**config.mk**
```make
export PLATFORM = sky130hd
export DESIGN_NAME = frontend_top
export DESIGN_NICKNAME = d
export VERILOG_FILES = /design/src/fe_pkg.sv /design/src/bp_pkg.sv /design/src/stage_if.sv /design/src/bp_tables.sv /design/src/decode_stage.sv /design/src/fetch_stage.sv /design/src/frontend_top.sv /design/src/predecode_stage.sv
export SDC_FILE = /design/constraint.sdc
export NUM_CORES = 2
export LEC_CHECK = 0
export BUFFER_PORTS_ARGS = -buffer_cell sky130_fd_sc_hd__buf_2
export CORE_MARGIN = 3
export CORE_UTILIZATION = 56
export CTS_CLUSTER_SIZE = 30
export DETAILED_ROUTE_END_ITERATION = 8
export PLACE_DENSITY_LB_ADDON = 0.1
export SLEW_MARGIN = 5
export SYNTH_ARGS = -nofsm -noshare
export SYNTH_HDL_FRONTEND = slang
export SYNTH_SLANG_ARGS = --single-unit
```
**constraint.sdc**
```tcl
create_clock -name clk -period 6.6 [get_ports clk]
set_input_delay 1.32 -clock clk [delete_from_list [all_inputs] [get_ports clk]]
set_output_delay 1.32 -clock clk [all_outputs]
set_load 0.02 [all_outputs]
```
**src/fe_pkg.sv**
```systemverilog
`default_nettype none

package fe_pkg;

    parameter int XLEN = 32;
    parameter logic [XLEN-1:0] RESET_PC = 32'h1c00_0000;

    // major opcode field inst[31:26], branch group only
    typedef enum logic [5:0] {
        OP_JIRL = 6'h13,
        OP_B    = 6'h14,
        OP_BL   = 6'h15,
        OP_BEQ  = 6'h16,
        OP_BNE  = 6'h17,
        OP_BLT  = 6'h18,
        OP_BGE  = 6'h19,
        OP_BLTU = 6'h1a,
        OP_BGEU = 6'h1b
    } opcode_e;

    typedef enum logic [3:0] {
        BR_NONE, BR_B, BR_BL, BR_JIRL,
        BR_BEQ, BR_BNE, BR_BLT, BR_BGE, BR_BLTU, BR_BGEU
    } br_class_e;

    typedef struct packed {
        logic [XLEN-1:0] pc;
        logic [31:0]     inst;
        logic            exc;
    } fetch_item_t;

    // fetch item plus branch class and prediction
    typedef struct packed {
        fetch_item_t     fetch;
        br_class_e       br_class;
        logic            pred_taken;
        logic [XLEN-1:0] pred_target;
    } pd_item_t;

endpackage

`default_nettype wire

```
**src/bp_pkg.sv**
```systemverilog
`default_nettype none

package bp_pkg;

    parameter int BTB_NUM_DEF   = 8;
    parameter int BHT_IDX_W_DEF = 5;
    parameter int BHR_W_DEF     = 5;

    // gray-coded saturating counter, bit 1 set predicts taken
    typedef enum logic [1:0] {
        S_NT0 = 2'b00,
        S_NT1 = 2'b01,
        S_T1  = 2'b11,
        S_T0  = 2'b10
    } ctr_e;

    // branch outcome reported by the back end
    typedef struct packed {
        logic [fe_pkg::XLEN-1:0] pc;
        logic [fe_pkg::XLEN-1:0] target;
        logic                    taken;
        logic                    is_direct;
        logic                    is_cond;
    } resolve_t;

    function automatic ctr_e ctr_next(input ctr_e cur, input logic taken);
        ctr_e nxt;
        case (cur)
            S_NT0:   nxt = taken ? S_NT1 : S_NT0;
            S_NT1:   nxt = taken ? S_T1  : S_NT0;
            S_T1:    nxt = taken ? S_T0  : S_NT1;
            default: nxt = taken ? S_T0  : S_T1;
        endcase
        return nxt;
    endfunction

endpackage

`default_nettype wire

```
**src/stage_if.sv**
```systemverilog
`timescale 1ns/10ps
`default_nettype none

// valid/allowin link between two pipeline stages
// an item moves on an edge where valid and allowin are both high
interface stage_if #(
    parameter type item_t = logic
);
    logic  valid;
    logic  allowin;
    item_t item;

    modport send (
        output valid,
        output item,
        input  allowin
    );

    modport receive (
        input  valid,
        input  item,
        output allowin
    );
endinterface

`default_nettype wire

```
**src/bp_tables.sv**
```systemverilog
`timescale 1ns/10ps
`default_nettype none

module bp_tables
    import fe_pkg::*;
    import bp_pkg::*;
#(
    parameter int BTB_NUM   = BTB_NUM_DEF,
    parameter int BHT_IDX_W = BHT_IDX_W_DEF,
    parameter int BHR_W     = BHR_W_DEF
) (
    input  wire             clk,
    input  wire             rstn,
    input  wire [XLEN-1:0]  lookup_pc_i,
    output logic            hit_o,
    output logic [XLEN-1:0] btb_target_o,
    output logic            cond_taken_o,
    output logic [XLEN-1:0] tc_target_o,
    input  wire             resolve_valid_i,
    input  wire resolve_t   resolve_i
);
    localparam int PTR_W   = $clog2(BTB_NUM);
    localparam int BHT_NUM = 2 ** BHT_IDX_W;
    localparam int PHT_NUM = 2 ** BHR_W;

    // btb for b, bl and jirl, tagged with pc[13:2]
    logic             btb_vld [BTB_NUM];
    logic [11:0]      btb_tag [BTB_NUM];
    logic [XLEN-1:0]  btb_tgt [BTB_NUM];
    logic [PTR_W-1:0] rr_ptr;

    // per-branch history, shared pattern table and target cache
    logic [BHR_W-1:0] bht [BHT_NUM];
    ctr_e             pht [PHT_NUM];
    logic [XLEN-1:0]  tc  [PHT_NUM];

    logic [BHT_IDX_W-1:0] lk_bht_idx;
    logic [BHR_W-1:0]     lk_pht_idx;
    ctr_e                 lk_ctr;
    logic [BHT_IDX_W-1:0] rs_bht_idx;
    logic [BHR_W-1:0]     rs_pht_idx;
    logic                 train_dir;
    logic                 train_cond;

    function automatic logic [BHT_IDX_W-1:0] bht_hash(input logic [XLEN-1:0] pc);
        logic [XLEN-1:0] sh16;
        logic [XLEN-1:0] sh8;
        sh16 = pc >> 16;
        sh8  = pc >> 8;
        return (pc[BHT_IDX_W-1:0] ^ sh16[BHT_IDX_W-1:0])
             + (pc[BHT_IDX_W-1:0] ^ sh8[BHT_IDX_W-1:0]);
    endfunction

    // lookup side
    always_comb begin
        hit_o        = 1'b0;
        btb_target_o = '0;
        // scan downwards so the lowest matching entry wins
        for (int i = BTB_NUM - 1; i >= 0; i--) begin
            if (btb_vld[i] && btb_tag[i] == lookup_pc_i[13:2]) begin
                hit_o        = 1'b1;
                btb_target_o = btb_tgt[i];
            end
        end
    end

    assign lk_bht_idx   = bht_hash(lookup_pc_i);
    assign lk_pht_idx   = bht[lk_bht_idx] ^ lookup_pc_i[BHR_W-1:0];
    assign lk_ctr       = pht[lk_pht_idx];
    assign cond_taken_o = (lk_ctr == S_T1) || (lk_ctr == S_T0);
    assign tc_target_o  = tc[lk_pht_idx];

    // training side
    assign train_dir  = resolve_valid_i && resolve_i.is_direct;
    assign train_cond = resolve_valid_i && resolve_i.is_cond;
    assign rs_bht_idx = bht_hash(resolve_i.pc);
    assign rs_pht_idx = bht[rs_bht_idx] ^ resolve_i.pc[BHR_W-1:0];

    always_ff @(posedge clk) begin
        if (!rstn) begin
            rr_ptr <= '0;
            for (int i = 0; i < BTB_NUM; i++) begin
                btb_vld[i] <= 1'b0;
            end
        end else if (train_dir) begin
            btb_vld[rr_ptr] <= 1'b1;
            rr_ptr          <= rr_ptr + 1'b1;
        end
    end

    always_ff @(posedge clk) begin
        if (train_dir) begin
            btb_tag[rr_ptr] <= resolve_i.pc[13:2];
            btb_tgt[rr_ptr] <= resolve_i.target;
        end
    end

    always_ff @(posedge clk) begin
        if (!rstn) begin
            for (int i = 0; i < BHT_NUM; i++) begin
                bht[i] <= '0;
            end
            for (int i = 0; i < PHT_NUM; i++) begin
                pht[i] <= S_NT0;
            end
        end else if (train_cond) begin
            bht[rs_bht_idx] <= {bht[rs_bht_idx][BHR_W-2:0], resolve_i.taken};
            pht[rs_pht_idx] <= ctr_next(pht[rs_pht_idx], resolve_i.taken);
        end
    end

    // taken outcomes only
    always_ff @(posedge clk) begin
        if (train_cond && resolve_i.taken) begin
            tc[rs_pht_idx] <= resolve_i.target;
        end
    end

    // back end reports one branch kind per resolve
    assert property (@(posedge clk) disable iff (!rstn)
        resolve_valid_i |-> !(resolve_i.is_direct && resolve_i.is_cond));

endmodule

`default_nettype wire

```
**src/decode_stage.sv**
```systemverilog
`timescale 1ns/10ps
`default_nettype none

module decode_stage
    import fe_pkg::*;
(
    input  wire             clk,
    input  wire             rstn,
    input  wire             flush_i,
    stage_if.receive        in,
    input  wire             out_ready_i,
    output logic            out_valid_o,
    output logic [XLEN-1:0] out_pc_o,
    output logic [31:0]     out_inst_o,
    output logic            out_exc_o,
    output br_class_e       out_class_o,
    output logic            out_pred_taken_o,
    output logic [XLEN-1:0] out_pred_target_o,
    output logic [XLEN-1:0] out_offs_target_o
);
    pd_item_t        item_q;
    logic            valid_q;
    logic [25:0]     offs26;
    logic [15:0]     offs16;
    logic [XLEN-1:0] sext26;
    logic [XLEN-1:0] sext16;

    assign in.allowin = !valid_q || out_ready_i;

    always_ff @(posedge clk) begin
        if (!rstn) begin
            valid_q <= 1'b0;
        end else if (flush_i) begin
            valid_q <= 1'b0;
        end else if (in.allowin) begin
            valid_q <= in.valid;
        end
    end

    always_ff @(posedge clk) begin
        if (in.valid && in.allowin) begin
            item_q <= in.item;
        end
    end

    // b/bl split offset with the high part in inst[9:0]
    assign offs26 = {item_q.fetch.inst[9:0], item_q.fetch.inst[25:10]};
    assign offs16 = item_q.fetch.inst[25:10];
    assign sext26 = {{(XLEN-28){offs26[25]}}, offs26, 2'b00};
    assign sext16 = {{(XLEN-18){offs16[15]}}, offs16, 2'b00};

    // jirl target depends on a register so it stays 0
    always_comb begin
        case (item_q.br_class)
            BR_B, BR_BL: out_offs_target_o = item_q.fetch.pc + sext26;
            BR_BEQ, BR_BNE, BR_BLT, BR_BGE, BR_BLTU, BR_BGEU:
                out_offs_target_o = item_q.fetch.pc + sext16;
            default: out_offs_target_o = '0;
        endcase
    end

    assign out_valid_o       = valid_q;
    assign out_pc_o          = item_q.fetch.pc;
    assign out_inst_o        = item_q.fetch.inst;
    assign out_exc_o         = item_q.fetch.exc;
    assign out_class_o       = item_q.br_class;
    assign out_pred_taken_o  = item_q.pred_taken;
    assign out_pred_target_o = item_q.pred_target;

endmodule

`default_nettype wire

```
**src/fetch_stage.sv**
```systemverilog
`timescale 1ns/10ps
`default_nettype none

module fetch_stage
    import fe_pkg::*;
(
    input  wire             clk,
    input  wire             rstn,
    input  wire             flush_i,
    input  wire [XLEN-1:0]  flush_pc_i,
    input  wire             pred_redirect_i,
    input  wire [XLEN-1:0]  pred_pc_i,
    output logic [XLEN-1:0] imem_addr_o,
    input  wire [31:0]      imem_rdata_i,
    input  wire             imem_err_i,
    stage_if.send           out
);
    logic [XLEN-1:0] pc_q;
    logic            valid_q;
    logic [XLEN-1:0] pc_next;
    logic            accept;
    fetch_item_t     item;

    assign accept = out.valid && out.allowin;

    // flush beats prediction, prediction beats pc+4
    always_comb begin
        if (flush_i) begin
            pc_next = flush_pc_i;
        end else if (pred_redirect_i) begin
            pc_next = pred_pc_i;
        end else begin
            pc_next = pc_q + XLEN'(4);
        end
    end

    always_ff @(posedge clk) begin
        if (!rstn) begin
            pc_q    <= RESET_PC;
            valid_q <= 1'b0;
        end else begin
            valid_q <= 1'b1;
            // a flush moves the pc even when pre-decode is stalled
            if (flush_i || accept) begin
                pc_q <= pc_next;
            end
        end
    end

    assign imem_addr_o = pc_q;

    // memory error travels with the item
    always_comb begin
        item.pc   = pc_q;
        item.inst = imem_rdata_i;
        item.exc  = imem_err_i;
    end

    assign out.valid = valid_q;
    assign out.item  = item;

    // redirect and flush targets come from other blocks and must stay word aligned
    assert property (@(posedge clk) disable iff (!rstn)
        valid_q |-> imem_addr_o[1:0] == 2'b00);

endmodule

`default_nettype wire

```
**src/frontend_top.sv**
```systemverilog
`timescale 1ns/10ps
`default_nettype none

module frontend_top
    import fe_pkg::*;
    import bp_pkg::*;
#(
    parameter int BTB_NUM   = BTB_NUM_DEF,
    parameter int BHT_IDX_W = BHT_IDX_W_DEF,
    parameter int BHR_W     = BHR_W_DEF
) (
    input  wire             clk,
    input  wire             rstn,
    output logic [XLEN-1:0] imem_addr_o,
    input  wire [31:0]      imem_rdata_i,
    input  wire             imem_err_i,
    input  wire             out_ready_i,
    input  wire             resolve_valid_i,
    input  wire [XLEN-1:0]  resolve_pc_i,
    input  wire [XLEN-1:0]  resolve_target_i,
    input  wire             resolve_taken_i,
    input  wire             resolve_is_direct_i,
    input  wire             resolve_is_cond_i,
    input  wire             flush_i,
    input  wire [XLEN-1:0]  flush_pc_i,
    output logic            out_valid_o,
    output logic [XLEN-1:0] out_pc_o,
    output logic [31:0]     out_inst_o,
    output logic            out_exc_o,
    output br_class_e       out_class_o,
    output logic            out_pred_taken_o,
    output logic [XLEN-1:0] out_pred_target_o,
    output logic [XLEN-1:0] out_offs_target_o
);
    resolve_t        resolve;
    logic            pred_redirect;
    logic [XLEN-1:0] pred_pc;

    stage_if #(.item_t(fetch_item_t)) f2p_if ();
    stage_if #(.item_t(pd_item_t))    p2d_if ();

    assign resolve = '{pc: resolve_pc_i, target: resolve_target_i, taken: resolve_taken_i,
                       is_direct: resolve_is_direct_i, is_cond: resolve_is_cond_i};

    fetch_stage u_fetch (
        .clk             (clk),
        .rstn            (rstn),
        .flush_i         (flush_i),
        .flush_pc_i      (flush_pc_i),
        .pred_redirect_i (pred_redirect),
        .pred_pc_i       (pred_pc),
        .imem_addr_o     (imem_addr_o),
        .imem_rdata_i    (imem_rdata_i),
        .imem_err_i      (imem_err_i),
        .out             (f2p_if)
    );

    predecode_stage #(
        .BTB_NUM   (BTB_NUM),
        .BHT_IDX_W (BHT_IDX_W),
        .BHR_W     (BHR_W)
    ) u_predecode (
        .clk             (clk),
        .rstn            (rstn),
        .flush_i         (flush_i),
        .in              (f2p_if),
        .out             (p2d_if),
        .resolve_valid_i (resolve_valid_i),
        .resolve_i       (resolve),
        .pred_redirect_o (pred_redirect),
        .pred_pc_o       (pred_pc)
    );

    decode_stage u_decode (
        .clk               (clk),
        .rstn              (rstn),
        .flush_i           (flush_i),
        .in                (p2d_if),
        .out_ready_i       (out_ready_i),
        .out_valid_o       (out_valid_o),
        .out_pc_o          (out_pc_o),
        .out_inst_o        (out_inst_o),
        .out_exc_o         (out_exc_o),
        .out_class_o       (out_class_o),
        .out_pred_taken_o  (out_pred_taken_o),
        .out_pred_target_o (out_pred_target_o),
        .out_offs_target_o (out_offs_target_o)
    );

endmodule

`default_nettype wire

```
**src/predecode_stage.sv**
```systemverilog
`timescale 1ns/10ps
`default_nettype none

module predecode_stage
    import fe_pkg::*;
    import bp_pkg::*;
#(
    parameter int BTB_NUM   = BTB_NUM_DEF,
    parameter int BHT_IDX_W = BHT_IDX_W_DEF,
    parameter int BHR_W     = BHR_W_DEF
) (
    input  wire             clk,
    input  wire             rstn,
    input  wire             flush_i,
    stage_if.receive        in,
    stage_if.send           out,
    input  wire             resolve_valid_i,
    input  wire resolve_t   resolve_i,
    output logic            pred_redirect_o,
    output logic [XLEN-1:0] pred_pc_o
);
    fetch_item_t     item_q;
    logic            valid_q;
    logic            ex_flag_q;
    logic            load;
    opcode_e         opcode;
    br_class_e       br_class;
    logic            is_direct;
    logic            is_cond;
    logic            btb_hit;
    logic [XLEN-1:0] btb_target;
    logic            cond_taken;
    logic [XLEN-1:0] tc_target;
    logic            pred_taken;
    logic [XLEN-1:0] pred_target;

    assign in.allowin = !valid_q || out.allowin;
    // wrong-path item behind a redirect never enters
    assign load = in.valid && in.allowin && !pred_redirect_o;

    always_ff @(posedge clk) begin
        if (!rstn) begin
            valid_q <= 1'b0;
        end else if (flush_i) begin
            valid_q <= 1'b0;
        end else if (in.allowin) begin
            valid_q <= load && !ex_flag_q;
        end
    end

    always_ff @(posedge clk) begin
        if (in.valid && in.allowin) begin
            item_q <= in.item;
        end
    end

    // set once an exc item is taken in and blocks everything after it
    always_ff @(posedge clk) begin
        if (!rstn) begin
            ex_flag_q <= 1'b0;
        end else if (flush_i) begin
            ex_flag_q <= 1'b0;
        end else if (load && in.item.exc) begin
            ex_flag_q <= 1'b1;
        end
    end

    assign opcode = opcode_e'(item_q.inst[31:26]);

    always_comb begin
        case (opcode)
            OP_JIRL: br_class = BR_JIRL;
            OP_B:    br_class = BR_B;
            OP_BL:   br_class = BR_BL;
            OP_BEQ:  br_class = BR_BEQ;
            OP_BNE:  br_class = BR_BNE;
            OP_BLT:  br_class = BR_BLT;
            OP_BGE:  br_class = BR_BGE;
            OP_BLTU: br_class = BR_BLTU;
            OP_BGEU: br_class = BR_BGEU;
            default: br_class = BR_NONE;
        endcase
    end

    assign is_direct = br_class inside {BR_B, BR_BL, BR_JIRL};
    assign is_cond   = br_class inside {BR_BEQ, BR_BNE, BR_BLT, BR_BGE, BR_BLTU, BR_BGEU};

    bp_tables #(
        .BTB_NUM   (BTB_NUM),
        .BHT_IDX_W (BHT_IDX_W),
        .BHR_W     (BHR_W)
    ) u_bp_tables (
        .clk             (clk),
        .rstn            (rstn),
        .lookup_pc_i     (item_q.pc),
        .hit_o           (btb_hit),
        .btb_target_o    (btb_target),
        .cond_taken_o    (cond_taken),
        .tc_target_o     (tc_target),
        .resolve_valid_i (resolve_valid_i),
        .resolve_i       (resolve_i)
    );

    // faulting fetches carry no usable opcode so nothing is predicted
    always_comb begin
        pred_taken  = 1'b0;
        pred_target = '0;
        if (!item_q.exc) begin
            if (is_direct && btb_hit) begin
                pred_taken  = 1'b1;
                pred_target = btb_target;
            end else if (is_cond && cond_taken) begin
                pred_taken  = 1'b1;
                pred_target = tc_target;
            end
        end
    end

    assign pred_redirect_o = valid_q && pred_taken;
    assign pred_pc_o       = pred_target;

    assign out.valid = valid_q;
    assign out.item  = '{fetch: item_q, br_class: br_class,
                         pred_taken: pred_taken, pred_target: pred_target};

    // predicted targets come from trained tables and must be word aligned
    assert property (@(posedge clk) disable iff (!rstn)
        pred_redirect_o |-> pred_pc_o[1:0] == 2'b00);

endmodule

`default_nettype wire

```
* After elaboration in Yosys (flattened, before gate mapping)
Memories as Yosys holds them, arrays and structs flattened. A register that Yosys moved wholly into a read port is not among the register bits. Index checks and enable logic that the tools add are counted.
Word-level totals: bits in registers 206, bits in writable memories 1608, bits in read-only memories 128, input port bits 137, word-level logic and storage cells 154, memories kept 7
Memory list:
- u_predecode.u_bp_tables.tc | words 32, bits a word 32, read ports 1, clocked after memory_dff 0, wr ports 1, RTL line bp_tables.sv:35 | logic [XLEN-1:0] tc [PHT_NUM];
- u_predecode.u_bp_tables.btb_tgt | words 8, bits a word 32, read ports 8, clocked after memory_dff 0, wr ports 1, RTL line bp_tables.sv:29 | logic [XLEN-1:0] btb_tgt [BTB_NUM];
- u_predecode.u_bp_tables.bht | words 32, bits a word 5, read ports 2, clocked after memory_dff 0, wr ports 32, RTL line bp_tables.sv:33 | logic [BHR_W-1:0] bht [BHT_NUM];
- (no name shown) | words 32, bits a word 4, read ports 1, clocked after memory_dff 1, wr ports 0, RTL line predecode_stage.sv:71 | case (opcode)
- u_predecode.u_bp_tables.btb_tag | words 8, bits a word 12, read ports 8, clocked after memory_dff 0, wr ports 1, RTL line bp_tables.sv:28 | logic [11:0] btb_tag [BTB_NUM];
- u_predecode.u_bp_tables.pht | words 32, bits a word 2, read ports 2, clocked after memory_dff 0, wr ports 32, RTL line bp_tables.sv:34 | ctr_e pht [PHT_NUM];
- 1 more memories
Operators by class: $add $sub $neg 6, equal/unequal tests 29, mux-type cells 54, bitwise logic cells 7, reduce and logical (&&, ||, !) cells 36
Operators with widths (count):
- $mux 32 | 13
- $eq 12x12->1 | 8
- $add 32x32->32 | 2
- $pmux 32 s2 | 1
- $add 32x3->32 const B | 1
- $eq 4x3->1 const B | 8
- $xor 5x5->5 | 6
- $mux 1 | 28
- $mux 5 | 4
- $logic_and 1x1->1 | 19
- $eq 4x4->1 const B | 4
- $eq 4x2->1 const B | 3
- $add 5x5->5 | 2
- $mux 2 | 5
- $eq 4x1->1 const B | 2
- $eq 2x2->1 const B | 3
- $pmux 2 s3 | 1
- $reduce_bool 6->1 | 1
- $reduce_or 2->1 | 3
- $reduce_or 6->1 | 1
- $reduce_or 5->1 | 1
- $logic_not 1->1 | 4
- $logic_or 1x1->1 | 4
- $mux 4 | 1
- other kinds (7) | 7

* Depth between registers and ports, before layout
An unclocked memory read counts as a cell.
depth in word-level cells 18, depth in mapped cells 26, mapped depth without buffers 18

* By module
Synthesis repeated with hierarchy kept, for this count alone.
Unflattened totals: cell total of the unflattened synthesis 4968, area, all modules 78378.9 sq um
Modules (own cells, without submodules):
- bp_tables | times used 1, cells an instance 3932, area each 67219.5 sq um, sequential area each 48266.3 sq um
- decode_stage | times used 1, cells an instance 400, area each 5097.4 sq um, sequential area each 3083.0 sq um
- predecode_stage | times used 1, cells an instance 256, area each 3221.8 sq um, sequential area each 2072.0 sq um
- fetch_stage | times used 1, cells an instance 380, area each 2840.2 sq um, sequential area each 660.6 sq um

* Worst setup path before layout
Ideal clock, no wire load.
kind input to register, start in resolve_pc_i[8], end mem u_predecode.u_bp_tables.tc[10][0], enable pin, setup time 0.421 ns, arrival 6.405 ns, data required time 6.179 ns, slack -0.226 ns, stages 16, path buffers 6, cell sequence xor2_1 -> ha_1 -> inv_1 -> fa_1 -> buf_4 -> buf_4 -> buf_2 -> buf_2 -> clkbuf_1 -> mux4_2 -> o22ai_1 -> or3_1 -> xor2_1 -> nand3_1 -> clkbuf_1 -> nor2_1
On the way: cells in the longest elaborated chain, start to end 4
Ends and longest elaborated chain:
- from (decl) | RTL line frontend_top.sv:19 | input wire [XLEN-1:0] resolve_pc_i,
- $xor 5x5->5 | RTL line bp_tables.sv:51 | + (pc[BHT_IDX_W-1:0] ^ sh8[BHT_IDX_W-1:0]);
- $add 5x5->5 | RTL line bp_tables.sv:51
- $mem_v2 32x5
- $xor 5x5->5 | RTL line bp_tables.sv:77 | assign rs_pht_idx = bht[rs_bht_idx] ^ resolve_i.pc[BHR_W-1:0];
- to (decl) | RTL line bp_tables.sv:35
No other way between the ends.

* Worst setup path in the final report
start reg u_decode.item_q, in the netlist u_decode.out_pc_o[2], end out out_offs_target_o[20]
On the way: cells in the longest elaborated chain, start to end 2, elaborated cells on any way between the ends 3, classes of those cells add/sub: 2; mux: 1
Ends and longest elaborated chain:
- from (decl) | RTL line decode_stage.sv:21 | pd_item_t item_q;
- from (signal assigned) | RTL line decode_stage.sv:42 | item_q <= in.item;
- $add 32x32->32 (on tied branches) | RTL line decode_stage.sv:57, decode_stage.sv:55
- $pmux 32 s2 * | RTL line decode_stage.sv:54 | case (item_q.br_class)
- to (decl) | RTL line frontend_top.sv:33 | output logic [XLEN-1:0] out_offs_target_o
Every way passes the cells marked *; elsewhere a longest branch is shown, timed or not.

==> flow_summary_export.csv <==
group,metric,value,unit
run_status,status,"finished clean",
power_and_ir_drop,internal_power,0.0239,W
die,fp.dieArea,143000,sq um
cts,cts_buffers,183,
die,die_w,378,um
placed_design,place_ws,174,ps
detailed_routing,drtIter0Drc,6470,
die,coreArea,136000,sq um
detailed_routing,dr.pass1.iters,6,
hold_path,holdPathStages,0,
synth,synth_cell_types,93,
power_and_ir_drop,power.leakage,30.8,nW
hold_path,hold_class,"reg -> reg",
hold_path,min_to,"u_decode.out_inst_o[6]",
detailed_routing,postRouteWirelength,222000,um
critical_path,required,5280,ps
run,cap_viol_max_count,0,
detailed_routing,num_vias,50385,
synth,synth_seq_cells,1818,
die,initial_core_util,56.8,%
cts,ctsHtreeMaxLevel,4,
grt,grt_pass1_vias,47676,
critical_path,crit_path_end_kind,"output port",
critical_path,worst-path-buf-inv,1,
cts,cts.sinks,1818,
grt,antenna_found_initial,28,
sta,finalHoldViolCount,0,
die,io_pins,304,
detailed_routing,final_antenna_net_count,0,
detailed_routing,drc,0,
sta,skew,36.4,ps
cts,clk_latency,810,ps
synth,syn-num-nets,5845,
synth,synth_top_area_share,68.5,%
power_and_ir_drop,p_per_area,446,nW/um^2
critical_path,crit_chain,"ha_1, fa_1, a21o_1, a21oi_1, o21bai_1, a21oi_2, o21bai_1, a21oi_2, o21ai_0, a2111o_1, a31o_2, a21o_1, a21o_1, a21oi_1, xor2_1, nor2_1, buf_2",
synth,synth_ff_type,"edfxtp_1",
synth,yosysWarnings,0,
grt,grt.overflow.total,0,
detailed_routing,wire_per_inst,27.8,um
critical_path,crit_arrival,4940,ps
sta,fin_crit,6260,ps
finish,final_nets,6227,
critical_path,rr_worst_depth,18,
power_and_ir_drop,p_clk_share,25.2,%
critical_path,cpMostUsedCell,"a21o_1",
critical_path,regToRegSetupSlack,390,ps
sta,timing.final.crit_share,94.9,%
critical_path,crit_type,"reg -> out",
sta,slew_viol_final,0,
synth,synth_area,77500,sq um
power_and_ir_drop,switching_power,0.0155,W
placed_design,routabilityCongestion,0.876,
critical_path,critPathTopFamily,"compound AO/OA/AOI/OAI gates",
grt,grt.total_usage,31.0,%
critical_path,max_stage_delay,510,ps
power_and_ir_drop,pwr-share-seq,33.3,%
sta,rsz0062_at_grt,"false",
critical_path,r2r_end,"u_fetch.imem_addr_o[10]",
finish,syn2layout_area_growth,14.0,%
synth,yosysTopAreaCell,"edfxtp_1",
synth,ys_top_cells_by_area,"edfxtp_1 (68%), nand2_1 (5.2%), mux4_2 (3.3%)",
placed_design,dp_hpwl,137000,um
power_and_ir_drop,netSwitchingFraction,39.3,%
sta,fin_ws,339,ps
sta,fin_setup_tns,0,ps
synth,syn_inst,5664,
critical_path,path_max_fanout,4,
placed_design,io_buffers,290,
sta,fin_hold_ws,416,ps
cts,cts_hold_buf,0,
die,std_cell_rows,135,
grt,grt_first_pass_wirelength,323000,um
hold_path,hold_start,"u_predecode.out.item[44]",
sta,max_freq,160,MHz
critical_path,startpoint_type,"register",
synth,synth_edf_count,1767,
die,die_h,378,um
critical_path,crit_slowest_cell,"a2111o_1",
cts,cts_tree,"built",
synth,async_flop_share,0,%
cts,clock_path_buffers,3,
synth,avgSynthCellArea,13.7,sq um
grt,grt_max_degree,82,
detailed_routing,viasPerCell,6.31,
sta,worst-slew-pin-transition,1190,ps
sta,slew_headroom,20.0,%
synth,synth_seq_area_share,69.8,%
critical_path,rr_startpoint,"u_predecode.out.item[88]",
power_and_ir_drop,total_power,0.0394,W
finish,drive_gt1_share,17.5,%
power_and_ir_drop,ir_drop,0.000412,V
cts,cts-root-buf,"clkbuf_16",
power_and_ir_drop,pwr-share-comb,41.4,%
sta,setup_viol,0,
cts,clk_pin_slew,60,ps
==> layer usage <==
| layer | routed length, um | track usage [%] | up-vias |
|---|---|---|---|
| li1 | - | - | 22069 |
| met1 | 89100 | 44.6 | 25127 |
| met2 | 103000 | 48.0 | 2739 |
| met3 | 22200 | 5.56 | 444 |
| met4 | 8010 | 11.0 | 6 |
| met5 | 41 | 0 | - |
==> worst max-delay path by stage <==
stage | start | end | depth (start not counted)
CTS | u_decode.out_pc_o[2] | out_offs_target_o[30] | 17
global placement | resolve_pc_i[0] | u_predecode.u_bp_tables.tc[21][21] | 19
global route | u_decode.out_pc_o[2] | out_offs_target_o[20] | 17
floorplan | resolve_pc_i[8] | u_predecode.u_bp_tables.tc[10][0] | 16
detailed placement | resolve_pc_i[0] | u_predecode.u_bp_tables.tc[21][31] | 19
finish | u_decode.out_pc_o[2] | out_offs_target_o[20] | 17
==> what timing repair did <==
| action | in CTS | in global routing |
|---|---|---|
| setup endpoints to repair | 0 | 9 |
| setup buffers | 0 | 1 |
| resized for setup | 0 | 4 |
==> cell type report <==
cell class | count | area [sq um]
Multi-Input combinational cell | 3456 | 22100
Tap cell | 1781 | 2230
Sequential cell | 1818 | 54100
Clock inverter | 84 | 742
Fill cell | 10011 | 48200
Inverter | 30 | 115
Timing Repair Buffer | 557 | 4110
Clock buffer | 247 | 4950
Antenna cell | 17 | 42.5
==> through the flow <==
step	instances	utilization (%)	instance area [sq um]
after CTS	7972	64.7	88200
after global routing	7981	64.7	88300
after global placement	7641	60.5	82600
after detailed placement	7641	60.5	82600
after floorplan	5664	-	77500
final	7990	64.7	88300
==> logic make-up (layout without fill, tap and decap cells) <==
kind of cell	Yosys count	after routing	synth area share (%)
and+or+nand+nor	2267	2267	13.1
DFF	1818	1818	69.8
AOI/OAI and AO/OA	656	656	5.92
buffers and inverters	390	918	2.38
muxes	319	319	6.00
xor gates and xnor gates	170	170	2.07
adders and majority gates	44	44	0.739
other	0	17	0
==> power groups by stage <==
stage / Clock, W / Sequential, W / Combinational, W
finish: 0.00995 / 0.0131 / 0.0163
global route: 0.0105 / 0.0132 / 0.0172
CTS: 0.0101 / 0.0131 / 0.0162
detailed placement: 0 / 0.0134 / 0.0162
global placement: 0 / 0.0134 / 0.0160
floorplan: 0 / 0.0134 / 0.00959
==> synthesized netlist by cell type, drive strengths merged (5+ instances only) <==
master and instances:
nor3 130, nand4 55, a221oi 8, o311ai 7
o221ai 5, xnor2 111, nand2b 10, nor2 390
a22oi 7, mux4 115, inv 29, o211ai 69
mux2i 191, or2 6, a31oi 24, edfxtp 1767
nor3b 11, a21oi 121, nand2 1078, and2 18
buf 197, o21bai 9, or3 16, o21ai 139
nor2b 20, a31o 5, o211a 8, a311oi 115
a211o 11, mux2 13, clkbuf 163, nand3 424
nor4 19, o31ai 10, and3 74, ha 41
dfxtp 51, o22ai 17, a32oi 10, a211oi 21
a21o 29, o21a 7, o32ai 5, xor2 59
==> flip-flops by register name (all words and copies together) (netlist names), named ones only <==
register / flops
u_decode.out_pred_target_o: 32
u_predecode.u_bp_tables.tc: 1024
u_fetch.out.valid: 1
u_fetch.imem_addr_o: 32
u_predecode.u_bp_tables.rr_ptr: 3
u_predecode.u_bp_tables.pht: 64
u_decode.out_class_o: 4
u_predecode.u_bp_tables.btb_tgt: 256
u_predecode.ex_flag_q: 1
u_decode.out_exc_o: 1
u_decode.out_inst_o: 32
u_decode.out_pc_o: 32
u_decode.out_pred_taken_o: 1
u_predecode.out.valid: 1
u_decode.out_valid_o: 1
u_predecode.u_bp_tables.bht: 160
u_predecode.out.item: 65
u_predecode.u_bp_tables.btb_tag: 96
u_predecode.u_bp_tables.btb_vld: 8
==> layout by cell type, fill, tap and decap left out, types with 24 or more instances in the layout <==
| cell type | synthesis | layout |
|---|---|---|
| edfxtp_1 | 1767 | 1767 |
| nand2_1 | 1077 | 1077 |
| nand3_1 | 424 | 424 |
| nor2_1 | 386 | 348 |
| buf_2 | 117 | 289 |
| buf_4 | 37 | 216 |
| mux2i_1 | 190 | 190 |
| clkbuf_16 | 0 | 186 |
| o21ai_0 | 125 | 125 |
| a21oi_1 | 118 | 116 |
| mux4_2 | 115 | 115 |
| a311oi_1 | 113 | 113 |
| xnor2_1 | 109 | 107 |
| and3_1 | 74 | 74 |
| nor3_1 | 76 | 71 |
| o211ai_1 | 69 | 69 |
| nor3_2 | 54 | 59 |
| nand4_1 | 55 | 55 |
| clkbuf_1 | 163 | 54 |
| buf_12 | 0 | 52 |
| xor2_1 | 53 | 51 |
| dfxtp_1 | 51 | 51 |
| nor2_4 | 1 | 39 |
| clkinv_1 | 1 | 39 |
| ha_1 | 41 | 39 |
| a21o_1 | 29 | 29 |
| inv_1 | 29 | 28 |
| a31oi_1 | 24 | 24 |
No activity file was read; power rests on OpenSTA's default activity.
